--- src/loader_pkg.sv ---
`default_nettype none

package loader_pkg;

    // ----------------------------------------
    // data widths
    // ----------------------------------------

    // one memory word
    parameter int NB_DATA = 32;

    // one byte on the host link
    parameter int NB_BYTE = 8;

    // bytes packed into each word, lsb first
    parameter int BYTES_PER_WORD = NB_DATA / NB_BYTE;

    // ----------------------------------------
    // boot image
    // ----------------------------------------

    // entries preloaded at reset
    parameter int BOOT_WORDS = 12;

    // reset contents of addresses 0 to BOOT_WORDS-1
    parameter logic [NB_DATA-1:0] boot_image [0:BOOT_WORDS-1] = '{
        32'h0C0F_FEE0,
        32'h1357_9BDF,
        32'h2468_ACE0,
        32'h3A3A_5C5C,
        32'h4000_0001,
        32'h5EED_5EED,
        32'h6B6B_1212,
        32'h7F7F_0808,
        32'h8001_8001,
        32'h9C9C_3636,
        32'hA5A5_5A5A,
        32'hBEEF_0042
    };

    // ----------------------------------------
    // controller state
    // ----------------------------------------

    // idle until start, loading until count reaches length
    typedef enum logic [0:0] {
        IDLE,
        LOADING
    } load_state_t;

endpackage

`default_nettype wire

--- src/load_controller.sv ---
`default_nettype none
`timescale 1ns/10ps

module load_controller #(
    parameter int NB_ADDRESS = 8
) (
    input  wire                   i_clock,
    input  wire                   i_reset,
    // session request
    input  wire                   i_load_start,
    input  wire [NB_ADDRESS:0]    i_load_length,
    // words written so far, from memory
    input  wire [NB_ADDRESS:0]    i_write_count,
    // session status
    output wire                   o_write_enable,
    output wire                   o_load_busy,
    output wire                   o_load_done
);

    import loader_pkg::*;

    load_state_t               state;
    load_state_t               state_next;

    // length requested at start
    logic [NB_ADDRESS:0]       length_q;

    // high from the second loading cycle on
    logic                      armed;

    logic                      count_reached;
    logic                      load_done;

    // ----------------------------------------
    // session end detect
    // ----------------------------------------

    // memory clears its count one edge after enable rises
    // so the first loading cycle may still see last session's count
    assign count_reached = armed && (i_write_count == length_q);

    always_ff @(posedge i_clock) begin
        if (i_reset) begin
            armed <= 1'b0;
        end else begin
            armed <= (state == LOADING);
        end
    end

    always_ff @(posedge i_clock) begin
        if ((state == IDLE) && i_load_start) begin
            length_q <= i_load_length;
        end
    end

    // ----------------------------------------
    // state machine
    // ----------------------------------------

    always_comb begin
        state_next = state;
        case (state)
            IDLE: begin
                if (i_load_start) begin
                    state_next = LOADING;
                end
            end
            LOADING: begin
                if (count_reached) begin
                    state_next = IDLE;
                end
            end
            default: begin
                state_next = IDLE;
            end
        endcase
    end

    always_ff @(posedge i_clock) begin
        if (i_reset) begin
            state <= IDLE;
        end else begin
            state <= state_next;
        end
    end

    // single pulse on the way back to idle
    always_ff @(posedge i_clock) begin
        if (i_reset) begin
            load_done <= 1'b0;
        end else begin
            load_done <= (state == LOADING) && count_reached;
        end
    end

    // ----------------------------------------
    // outputs
    // ----------------------------------------

    assign o_write_enable = (state == LOADING);
    assign o_load_busy    = (state == LOADING);
    assign o_load_done    = load_done;

endmodule

`default_nettype wire

--- config.mk ---
export PLATFORM = sky130hd
export DESIGN_NAME = load_controller
export DESIGN_NICKNAME = d
export VERILOG_FILES = /design/src/loader_pkg.sv /design/src/load_controller.sv
export SDC_FILE = /design/constraint.sdc
export NUM_CORES = 1
export LEC_CHECK = 0
export ABC_CLOCK_PERIOD_IN_PS = 1530
export BUFFER_PORTS_ARGS = -buffer_cell sky130_fd_sc_hd__clkbuf_2
export CORE_AREA = 10 10 47 49
export DETAILED_ROUTE_END_ITERATION = 8
export DIE_AREA = 0 0 57 59
export PLACE_DENSITY_LB_ADDON = 0.3
export SYNTH_ARGS = -nofsm -noshare
export SYNTH_HDL_FRONTEND = slang
export SYNTH_SLANG_ARGS = --single-unit
--- constraint.sdc ---
create_clock -name i_clock -period 1.53 [get_ports i_clock]
set_input_delay 0 -clock i_clock [delete_from_list [all_inputs] [get_ports i_clock]]
set_output_delay 0 -clock i_clock [all_outputs]
set_load 0.02 [all_outputs]
# --- After elaboration in Yosys (flattened, before gate mapping) ---
# Index checks and enable logic that the tools add are counted.
word_totals:
  reg_bits: 12
  word_cells: 12
op_classes:
  n_eq_ne: 1
  bitwise: 1
  n_reduce_logical: 3
  n_mux: 3
op_table:
  columns: ["operator", "n"]
  rows:
  - ["$eq 9x9->1", 1]
  - ["$logic_and 1x1->1", 3]
  - ["$mux 1", 2]
  - ["$pmux 1 s2", 1]
  - ["$not 1->1", 1]

# --- Longest topological paths before layout ---
logic_depth:
  ltp_word: 4
  mapped_depth: 4
  ltp_nobuf: 4

# --- Worst setup path before layout ---
# No wires, ideal clock.
synth_timing:
  path_type: "reg2reg"
  from: "register state, in the netlist o_load_busy"
  to: "register length_q[0] (enable)"
  path_stages_with_launch: 2
  synth_period_minus_slack_ps: 1248
  setup_slack_ps: 282
  setup_ps: 375
  t_arrival_ps: 873
  required_time_ps: 1155
  cell_sequence: "dfxtp_1 -> nor2b_1"
synth_via:
  elab_chain_cells: 2
synth_rtl:
  columns: ["element", "line", "text"]
  rows:
  - ["start: declaration", "load_controller.sv:22", "load_state_t state;"]
  - ["start signal: assignment", "load_controller.sv:83", "state <= state_next;"]
  - ["$not 1->1", "load_controller.sv:51", "if ((state == IDLE) && i_load_start) begin"]
  - ["$logic_and 1x1->1", "load_controller.sv:51", null]
  - ["end signal: assignment", "load_controller.sv:52", "length_q <= i_load_length;"]
  - ["end: declaration", "load_controller.sv:26", "logic [NB_ADDRESS:0] length_q;"]
# No other way between the ends.
# A chain may end at the register's enable or synchronous reset.

# --- Final worst setup path ---
layout_timing:
  from: "register length_q[4]"
  to: "register load_done, in the netlist o_load_done"
layout_via:
  elab_chain_cells: 3
layout_rtl:
  columns: ["element", "line", "text"]
  rows:
  - ["$eq 9x9->1", "load_controller.sv:40", "assign count_reached = armed && (i_write_count == length_q);"]
  - ["$logic_and 1x1->1", "load_controller.sv:40", null]
  - ["$logic_and 1x1->1", "load_controller.sv:92", "load_done <= (state == LOADING) && count_reached;"]
  - ["end signal: assignment", "load_controller.sv:92", null]
  - ["end: declaration", "load_controller.sv:32", "logic load_done;"]
# No other way between the ends.

==> flow_summary.yaml <==
outcome:
  status: "finished clean"
sta:
  setup_viol: 0
  grt_setup_unrepaired: "false"
  slew_headroom: 0.834
  period_needed_ps: 1160
  drv_slew: 0
  tns_ps: 0
  max_freq_ghz: 0.865
  period_share: 0.755
  clock-skew-final_ps: 5.13
  timing.final.hold_violations: 0
  tightest_slew_ps: 248
  hold_ws_ps: 165
power:
  finalPower_mw: 0.716
  powerDensity_nw_per_um2: 949
  peakVddDrop_v: 0.000685
  leakagePower_nw: 0.312
worst_setup_path:
  crit_path_end_kind: "register"
  critPathBufInv: 0
  worstPathCellList: "xnor2_1 > nand4_1 > nor4_2 > nor2b_1"
  cp_slowest_cell: "edfxtp_1"
  cp-start-kind: "register"
  ff2ff_path_depth: 4
  r2r_end: "o_load_done"
  critical_path_class: "reg2reg"
  cp_max_fo: 2
  rr_startpoint: "length_q[4]"
  crit_required_ps: 1740
  cp_top_family: "simple AND/OR/NAND/NOR gates"
  r2r_slack_ps: 370
  worstPathArrival_ps: 1370
  cpPeakStageDelay_ps: 380
final_layout:
  regArea_um2: 330
  antenna_cells: 0
  fin_cells: 85
  nets: 91
  drive_above_1_share: 0.420
  syn_to_final_growth_pct: 59.5
  nFillCells: 129
  multiInputGateArea_um2: 135
  mostFrequentLayoutCells: "clkbuf_2, dlygate4sd3_1, edfxtp_1"
  final_common_cell: "clkbuf_2"
  fin_util: 0.538
synthesis:
  synth_area_um2: 473
  yosys_register_bits: 12
  syn_inst: 31
  syn_nets: 52
  yosys_warnings: 0
  ys_top_cells_by_area: "edfxtp_1, xnor2_1, dfxtp_1, nor2b_1, nand4_1"
  yosys.area.top_type_share: 0.571
  synth.distinct_cells: 11
  yosysSeqAreaShare: 0.698
  syn_area_per_cell_um2: 15.3
  yosys.area.top_type: "edfxtp_1"
worst_hold_path:
  min_path_type: "in2reg"
  min_path_cells: 5
  hold_path.startpoint: "i_write_count[6]"
  worst_hold_path.endpoint: "o_load_done"
floorplanning:
  core_area_um2: 1400
  die-area_um2: 3360
  io_pins: 24
  initial_core_util: 0.338
  die_h_um: 59
  fp-row-count: 14
  die_w_um: 57
detailed_routing:
  wire_per_inst_um: 12.9
  wl_met1_um: 384
  vias: 350
  postRouteWirelength_mm: 1.10
  drc_errors: 0
  met3WireLength_um: 78
  drt_iter0_drc: 4
  ant_nets: 0
  drt-pass1-iter-count: 4
  highest_layer: "met4"
  via_per_inst: 4.12
  route.met2.wl_um: 614
placed_design:
  io_buffers: 23
  gp_congestion: 0.679
  place_inst: 70
global_routing:
  grt_max_degree: 10
  grt_first_pass_wirelength_mm: 1.79
  grt_use_total: 0.0694
  grt_pass1_vias: 401
  gr-total-overflow: 0
  antenna_found_initial: 0
clock_network:
  clk_pin_slew_ps: 70
  clock-sinks: 12
  clockBufferDepth: 2
  clock_latency_ps: 270
  cts_max_level: 1
  cts_post_setup_buffers_inserted: 0
  cts_tree: "yes"
  numCtsBuffers: 3
  root_buffer: "clkbuf_4"
run:
  drv_cap: 0
how the worst max path moves through the flow:
stage	startpoint	endpoint	slack, ps	cells past startpoint
6_report	length_q[4]	o_load_done	370	4
5_1_grt	length_q[4]	o_load_done	280	4
4_1_cts	length_q[4]	o_load_done	360	4
3_5_place_dp	length_q[4]	o_load_done	380	4
3_3_place_gp	length_q[1]	o_load_done	410	4
2_1_floorplan	o_load_busy	length_q[0]	280	1
worst reg2reg max path, delay by kind of cell (launching register included):
| family | cells | cell delay (ps) |
|---|---|---|
| flops | 1 | 380 |
| xor+xnor | 1 | 190 |
| simple gates | 3 | 540 |
sequential cells by signal (all words and copies together), names as in the netlist:
name,flops
o_load_done,1
armed,1
o_load_busy,1
length_q,9
Yosys cell counts:
master    count
nor4_2        1
nand2_1       1
nor3_1        1
buf_4         1
dfxtp_1       3
xnor2_1       8
edfxtp_1      9
nor2b_1       3
nor2_1        1
xor2_1        1
nand4_1       2
cell families after synthesis:
group                     synth area share
DFF                                  0.698
buffers and inverters               0.0159
and+or+nand+nor                      0.119
xor gates and xnor gates             0.167
cell type report:
cell class,instances,share of cell area
sequential,12,0.438
tap,16,0.0265
clock buffer,4,0.0481
multi-input combinational,18,0.179
timing repair buffer,35,0.308
where the power goes:
group / switching, mW / internal (mW)
Combinational: 0.0366 / 0.0592
Sequential: 0.00838 / 0.369
Clock: 0.0985 / 0.145
Total: 0.143 / 0.573
routing by layer:
metal,GRT usage,vias up
li1,-,183
met1,0.0598,153
met2,0.124,10
met3,0.0386,4
met4,0.0403,0
met5,0,-
per-stage QoR:
step | area (um2) | setup WS [ps]
after CTS | 754 | 360
final | 754 | 374
after global placement | 608 | 415
after detailed placement | 608 | 384
after global routing | 754 | 283
after floorplan | 473 | 282
what timing repair did:
action / CTS / global route
hold buffers: 11 / 0
hold endpoints to repair: 12 / 0
gates resized for setup: 0 / 0
Note: power is estimated with default switching activity, not from simulation.
