$ cat config.mk
export PLATFORM = sky130hd
export DESIGN_NAME = word_assembler
export DESIGN_NICKNAME = d
export VERILOG_FILES = /design/src/loader_pkg.sv /design/src/word_assembler.sv
export SDC_FILE = /design/constraint.sdc
export NUM_CORES = 1
export LEC_CHECK = 0
export BUFFER_PORTS_ARGS = -buffer_cell sky130_fd_sc_hd__buf_4
export CAP_MARGIN = 0
export CORE_ASPECT_RATIO = 1.75
export CORE_MARGIN = 5
export CORE_UTILIZATION = 35
export CTS_CLUSTER_SIZE = 16
export DETAILED_ROUTE_END_ITERATION = 16
export GPL_TIMING_DRIVEN = 0
export SETUP_SLACK_MARGIN = 0.2
export SKIP_LAST_GASP = 1
export SLEW_MARGIN = 20
export SYNTH_ARGS = -nofsm -noshare
export SYNTH_HDL_FRONTEND = slang
export SYNTH_SLANG_ARGS = --single-unit
$ cat constraint.sdc
create_clock -name i_clock -period 4.35 [get_ports i_clock]
set_input_delay 0.2175 -clock i_clock [delete_from_list [all_inputs] [get_ports i_clock]]
set_output_delay 0.2175 -clock i_clock [all_outputs]
set_load 0.05 [all_outputs]
$ cat src/loader_pkg.sv
`default_nettype none

package loader_pkg;

    // ----------------------------------------
    // data widths
    // ----------------------------------------

    // one memory word
    parameter int NB_DATA = 32;

    // one byte on the host link
    parameter int NB_BYTE = 8;

    // bytes packed into each word, lsb first
    parameter int BYTES_PER_WORD = NB_DATA / NB_BYTE;

    // ----------------------------------------
    // boot image
    // ----------------------------------------

    // entries preloaded at reset
    parameter int BOOT_WORDS = 12;

    // reset contents of addresses 0 to BOOT_WORDS-1
    parameter logic [NB_DATA-1:0] boot_image [0:BOOT_WORDS-1] = '{
        32'h0C0F_FEE0,
        32'h1357_9BDF,
        32'h2468_ACE0,
        32'h3A3A_5C5C,
        32'h4000_0001,
        32'h5EED_5EED,
        32'h6B6B_1212,
        32'h7F7F_0808,
        32'h8001_8001,
        32'h9C9C_3636,
        32'hA5A5_5A5A,
        32'hBEEF_0042
    };

    // ----------------------------------------
    // controller state
    // ----------------------------------------

    // idle until start, loading until count reaches length
    typedef enum logic [0:0] {
        IDLE,
        LOADING
    } load_state_t;

endpackage

`default_nettype wire

$ cat src/word_assembler.sv
`default_nettype none
`timescale 1ns/10ps

module word_assembler (
    input  wire                            i_clock,
    input  wire                            i_reset,
    // four-phase byte link, slave side
    input  wire                            i_byte_req,
    input  wire [loader_pkg::NB_BYTE-1:0]  i_byte_data,
    output wire                            o_byte_ack,
    // assembled word towards memory
    output wire [loader_pkg::NB_DATA-1:0]  o_word_data,
    output wire                            o_word_valid
);

    import loader_pkg::*;

    // byte position counter width
    localparam int NB_COUNT = $clog2(BYTES_PER_WORD);

    // position of the byte that completes a word
    localparam logic [NB_COUNT-1:0] LAST_BYTE = NB_COUNT'(BYTES_PER_WORD - 1);

    logic                  byte_ack;
    logic [NB_COUNT-1:0]   byte_count;
    logic [NB_DATA-1:0]    word_reg;
    logic                  word_valid;

    // req seen high with ack still low, phase 1 -> 2
    logic                  byte_accept;
    // req seen low with ack still high, phase 3 -> 4
    logic                  byte_release;

    assign byte_accept  = i_byte_req && !byte_ack;
    assign byte_release = !i_byte_req && byte_ack;

    // ----------------------------------------
    // handshake
    // ----------------------------------------

    // ack follows req one edge late
    // host holds the byte stable until ack rises
    always_ff @(posedge i_clock) begin
        if (i_reset) begin
            byte_ack <= 1'b0;
        end else if (byte_accept) begin
            byte_ack <= 1'b1;
        end else if (byte_release) begin
            byte_ack <= 1'b0;
        end
    end

    // ----------------------------------------
    // byte packing
    // ----------------------------------------

    // counts accepted bytes, wraps after the last one of a word
    always_ff @(posedge i_clock) begin
        if (i_reset) begin
            byte_count <= '0;
        end else if (byte_accept) begin
            if (byte_count == LAST_BYTE) begin
                byte_count <= '0;
            end else begin
                byte_count <= byte_count + NB_COUNT'(1);
            end
        end
    end

    // first byte lands in the low lane
    // older lanes are kept until overwritten by the next word
    always_ff @(posedge i_clock) begin
        if (byte_accept) begin
            word_reg[byte_count*NB_BYTE +: NB_BYTE] <= i_byte_data;
        end
    end

    // one-cycle strobe, same edge as ack for the last byte
    always_ff @(posedge i_clock) begin
        if (i_reset) begin
            word_valid <= 1'b0;
        end else begin
            word_valid <= byte_accept && (byte_count == LAST_BYTE);
        end
    end

    // ----------------------------------------
    // outputs
    // ----------------------------------------

    assign o_byte_ack   = byte_ack;
    assign o_word_data  = word_reg;
    assign o_word_valid = word_valid;

endmodule

`default_nettype wire

# Yosys cells after proc, flatten, opt, wreduce, memory -nomap -nowiden

Cells that the tools add are included.

Bitwise gates (word level): 0
Div/mod/pow operators: 0
$add $sub $neg: 2
Reductions and logical operators: 6
Multiply operators: 0
Shift operators: 2
Mux-type cells: 4
$lt $le $gt $ge: 0
Equal/unequal tests: 1

Operator list:

| cell                                                  | number |
|---|---|
| negation 5 -> 34 bit                                  | 1 |
| variable shift 8 x 34 -> 32 bit, first input constant | 1 |
| indexed part select 8 x 34 -> 32 bit                  | 1 |
| bitwise mux 32 bit                                    | 1 |
| logical AND 1 bit                                     | 3 |
| adder 2 x 1 -> 2 bit, second input constant           | 1 |
| == test 2 bit, second input constant                  | 1 |
| zero test 1 bit                                       | 2 |
| 2-to-1 mux 1 bit                                      | 2 |
| 2-to-1 mux 2 bit                                      | 1 |
| nonzero test 2 bit                                    | 1 |

Output and inout bits: 34
Logic and storage cells: 19
ROM bits: 0
Bits in registers: 36
Memories: 0
RAM bits: 0
Latch bits: 0

# Logic depth before layout (Yosys ltp)

Depth in word-level cells: 4
Mapped depth: 5
Depth with buffers taken out: 4

# Worst setup path before layout

No wires, ideal clock.

Path type: register -> register
Start: reg byte_ack, in the netlist o_byte_ack
End: reg word_reg[0], in the netlist o_word_data[0] (enable)
Stages on the path, launching flop included: 5
Slack: 2.816 ns
Arrival time: 1.257 ns
Library setup time: 0.277 ns
Path through: dfxtp_1 inv_1 ha_1 buf_4 and2_1

Word-level cells in the longest chain between the ends: 2

RTL lines:

| element                       | line                 | source |
|---|---|---|
| start, declared               | word_assembler.sv:24 | `logic byte_ack;` |
| start signal, assigned        | word_assembler.sv:45 | `byte_ack <= 1'b0;` |
| start signal, assigned        | word_assembler.sv:47 | `byte_ack <= 1'b1;` |
| start signal, assigned        | word_assembler.sv:49 | `byte_ack <= 1'b0;` |
| zero test 1 bit               | word_assembler.sv:34 | `assign byte_accept = i_byte_req && !byte_ack;` |
| logical AND 1 bit             | word_assembler.sv:34 |  |
| via byte_accept               | word_assembler.sv:30 | `logic byte_accept;` |
| end signal, assigned by index | word_assembler.sv:74 | `word_reg[byte_count*NB_BYTE +: NB_BYTE] <= i_byte_data;` |
| end, declared                 | word_assembler.sv:26 | `logic [NB_DATA-1:0] word_reg;` |

The timed path passes the listed nets, and every way through them passes these cells.
A chain may end at the register's enable or synchronous reset.

# Worst setup path after layout

Start: reg byte_count[0]
End: reg word_reg[31], in the netlist o_word_data[31], data pin

Word-level cells in the longest chain between the ends: 3
Elaborated cells on any way between the ends: 4

RTL lines:

| element                                                                                        | line                 | source |
|---|---|---|
| start, declared                                                                                | word_assembler.sv:25 | `logic [NB_COUNT-1:0] byte_count;` |
| start signal, assigned                                                                         | word_assembler.sv:65 | `byte_count <= byte_count + NB_COUNT'(1);` |
| negation 5 -> 34 bit *                                                                         | word_assembler.sv:74 |  |
| indexed part select 8 x 34 -> 32 bit / variable shift 8 x 34 -> 32 bit (equally long branches) | word_assembler.sv:74 |  |
| bitwise mux 32 bit *                                                                           | word_assembler.sv:74 |  |

Mark *: on every way between the ends. The rest lies on a longest branch, timed or not.

==> flow_summary.json <==
{
  "fp-row-count": 31,
  "synth-seq-cells": 36,
  "drc": 0,
  "netlist_area_um2": 1471,
  "pwr-share-comb": 0.187,
  "crit_cells": 5,
  "pre_cts_slack_ns": 2.580,
  "synth-edff-count": 32,
  "fp.dieH_um": 95.78,
  "powerDensity_nw_per_um2": 426.3,
  "finalCritPeriodShare": 0.4042,
  "end_kind": "register",
  "yosys-top-cells-area": "edfxtp_1, nor2_1, ha_1, dfxtp_1, and2_1",
  "syn-num-nets": 123,
  "rsz0062_at_grt": "no",
  "p_total_mw": 0.8401,
  "status": "finished clean",
  "reg2reg_depth": 5,
  "holdPathStages": 2,
  "clk_pin_slew_ns": 0.07,
  "max-cap-violations": 0,
  "cts_htree_levels": 2,
  "min_path_type": "in2reg",
  "finalWorstSetupSlack_ns": 2.592,
  "critical_path_class": "reg2reg",
  "drt_first_pass_iters": 3,
  "final.setup_skew_ns": 0.005925,
  "io_buffer_count": 44,
  "postCtsResizedCells": 0,
  "yosys_most_used_dff": "edfxtp_1",
  "wl_per_cell_um": 13.80,
  "start_kind": "register",
  "synth_top_cell_by_area": "edfxtp_1",
  "antenna_found_initial": 0,
  "crit_family": "flip-flops",
  "cts_tree": "done",
  "drv_slew": 0,
  "syn_avg_cell_area_um2": 14.01,
  "post-cts-setup-buffer-count": 0,
  "critPathBufInv": 2,
  "yosysWarnings": 0,
  "cp_slowest_cell": "dfxtp_1",
  "ir_worst_vdd_v": 0.0002313,
  "core-area_um2": 4111,
  "synth_cell_types": 15,
  "clock_path_buffers": 2,
  "place.gp.congestion": 0.7419,
  "slew_headroom": 0.7549,
  "power.switching_mw": 0.2221,
  "synth.yosys.seq_area_share": 0.7075,
  "fp.dieW_um": 59.02,
  "vias": 930,
  "start_util": 0.3579,
  "setup_viol": 0,
  "synth_common_cells": "edfxtp_1, nor2_1, and2_1",
  "maxClockFrequency_mhz": 568.8,
  "die_area_um2": 5652,
  "cts_made_buffers": 5,
  "grt_max_degree": 12,
  "drive_above_1_share": 0.3376,
  "report.final.hold_viol_count": 0,
  "diodes": 0,
  "synthToLayoutAreaGrowth_pct": 33.93,
  "period_minus_slack_ns": 1.758,
  "p_seq_frac": 0.483,
  "cp.arrival_ns": 1.78,
  "ctsHoldBuffers": 0,
  "ant_nets": 0,
  "grt_pass1_wl_mm": 4.409,
  "synth.most_common_cell": "edfxtp_1",
  "pwr-share-clk": 0.330,
  "first_iter_violations": 13,
  "fin_setup_tns_ns": 0,
  "via_per_inst": 4.515,
  "grt_pass1_vias": 947,
  "dp_hpwl_mm": 2.269,
  "p_sw_frac": 0.2644,
  "pin_count": 45,
  "clock_latency_ns": 0.28,
  "slowest_delay_ns": 0.48,
  "tightest_slew_ns": 0.3676,
  "cp.required_ns": 4.37,
  "cts_sinks": 36,
  "synthArstFlopShare": 0,
  "p_int_mw": 0.6180,
  "synthCells": 105,
  "dpl.cell_count": 198,
  "final_core_util": 0.4793,
  "drt_wl_total_mm": 2.842,
  "stdcell_count": 206,
  "crit_chain": "inv_1 > ha_1 > nand2b_1 > clkbuf_1 > nor2_1",
  "yosysTopAreaCellShare": 0.6531,
  "gr-total-overflow": 0,
  "path_max_fanout": 9,
  "nets": 174,
  "clockRootBuffer": "clkbuf_8",
  "leakagePower_nw": 0.7679,
  "grtUsageTotal": 0.1095
}
[final cells by class]
type                            instances  area (um^2)
Buffer                                  3        15.01
Clock buffer                            6        72.57
Clock inverter                          2        35.03
Fill cell                             407         2141
Inverter                                3        11.26
Multi-Input combinational cell         63        404.1
Sequential cell                        36         1041
Tap cell                               49        61.31
Timing Repair Buffer                   44        330.3
[final timing paths]
kind / endpoint / startpoint / slack [ns]
max reg2reg: o_word_data[31]$_DFFE_PP_ / byte_count[0]$_SDFFE_PP0P_ / 2.59
max: o_word_data[31]$_DFFE_PP_ / byte_count[0]$_SDFFE_PP0P_ / 2.59
min: o_byte_ack$_SDFFE_PP0P_ / i_reset / 0.13
min reg2reg: o_byte_ack$_SDFFE_PP0P_ / o_byte_ack$_SDFFE_PP0P_ / 0.55
[metrics by stage]
| step | hold WS (ns) | instance area [um^2] |
|---|---|---|
| final | 0.1273 | 1971 |
| after global routing | 0.1270 | 1971 |
| after CTS | 0.1220 | 1971 |
| after detailed placement | 0.4217 | 1863 |
| after global placement | 0.4171 | 1863 |
| after floorplan | 0.2891 | 1471 |
[sequential cells by signal (all words and copies together) (netlist names)]
signal	cells
o_word_valid	1
o_word_data	32
o_byte_ack	1
byte_count	2
[placed cells by master, fill, tap and decap left out]
master / instances
and2_1: 12
and4bb_2: 1
buf_4: 45
bufinv_16: 1
clkbuf_1: 3
clkbuf_8: 5
clkinv_2: 1
dfxtp_1: 4
edfxtp_1: 32
ha_1: 7
inv_1: 3
mux2i_1: 2
nand2_1: 2
nand2b_1: 2
nor2_1: 27
o31ai_1: 1
or3b_1: 8
or4b_1: 1
[worst reg2reg max path: stages (launching register included)]
cell      delay, ns
dfxtp_1        0.48
inv_1          0.15
ha_1           0.38
nand2b_1       0.13
clkbuf_1       0.27
nor2_1         0.10
[power groups by stage]
stage          Clock, mW  Combinational [mW]  Sequential (mW)
2_1_floorplan          0              0.0530            0.470
3_3_place_gp           0               0.155            0.413
3_5_place_dp           0               0.159            0.414
4_1_cts            0.282               0.159            0.407
5_1_grt            0.294               0.169            0.408
6_report           0.277               0.157            0.406
[routing by layer]
layer | routed length [um] | GRT usage | vias up
met3 | 162 | 0.02550 | 6
li1 | - | - | 467
met1 | 941 | 0.09462 | 432
met5 | 0 | 0 | -
met4 | 65 | 0.05671 | 0
met2 | 1672 | 0.2186 | 25
[kinds of logic (layout without fill, tap and decap cells)]
| family | Yosys count | in the layout | synth area share |
|---|---|---|---|
| simple gates | 53 | 53 | 0.1964 |
| flops | 36 | 36 | 0.7075 |
| buf+inv | 6 | 58 | 0.01786 |
| compound gates | 1 | 1 | 0.005104 |
| mux | 2 | 2 | 0.01361 |
| fa+ha+maj | 7 | 7 | 0.05952 |
Note: power is estimated with default switching activity, not from simulation.
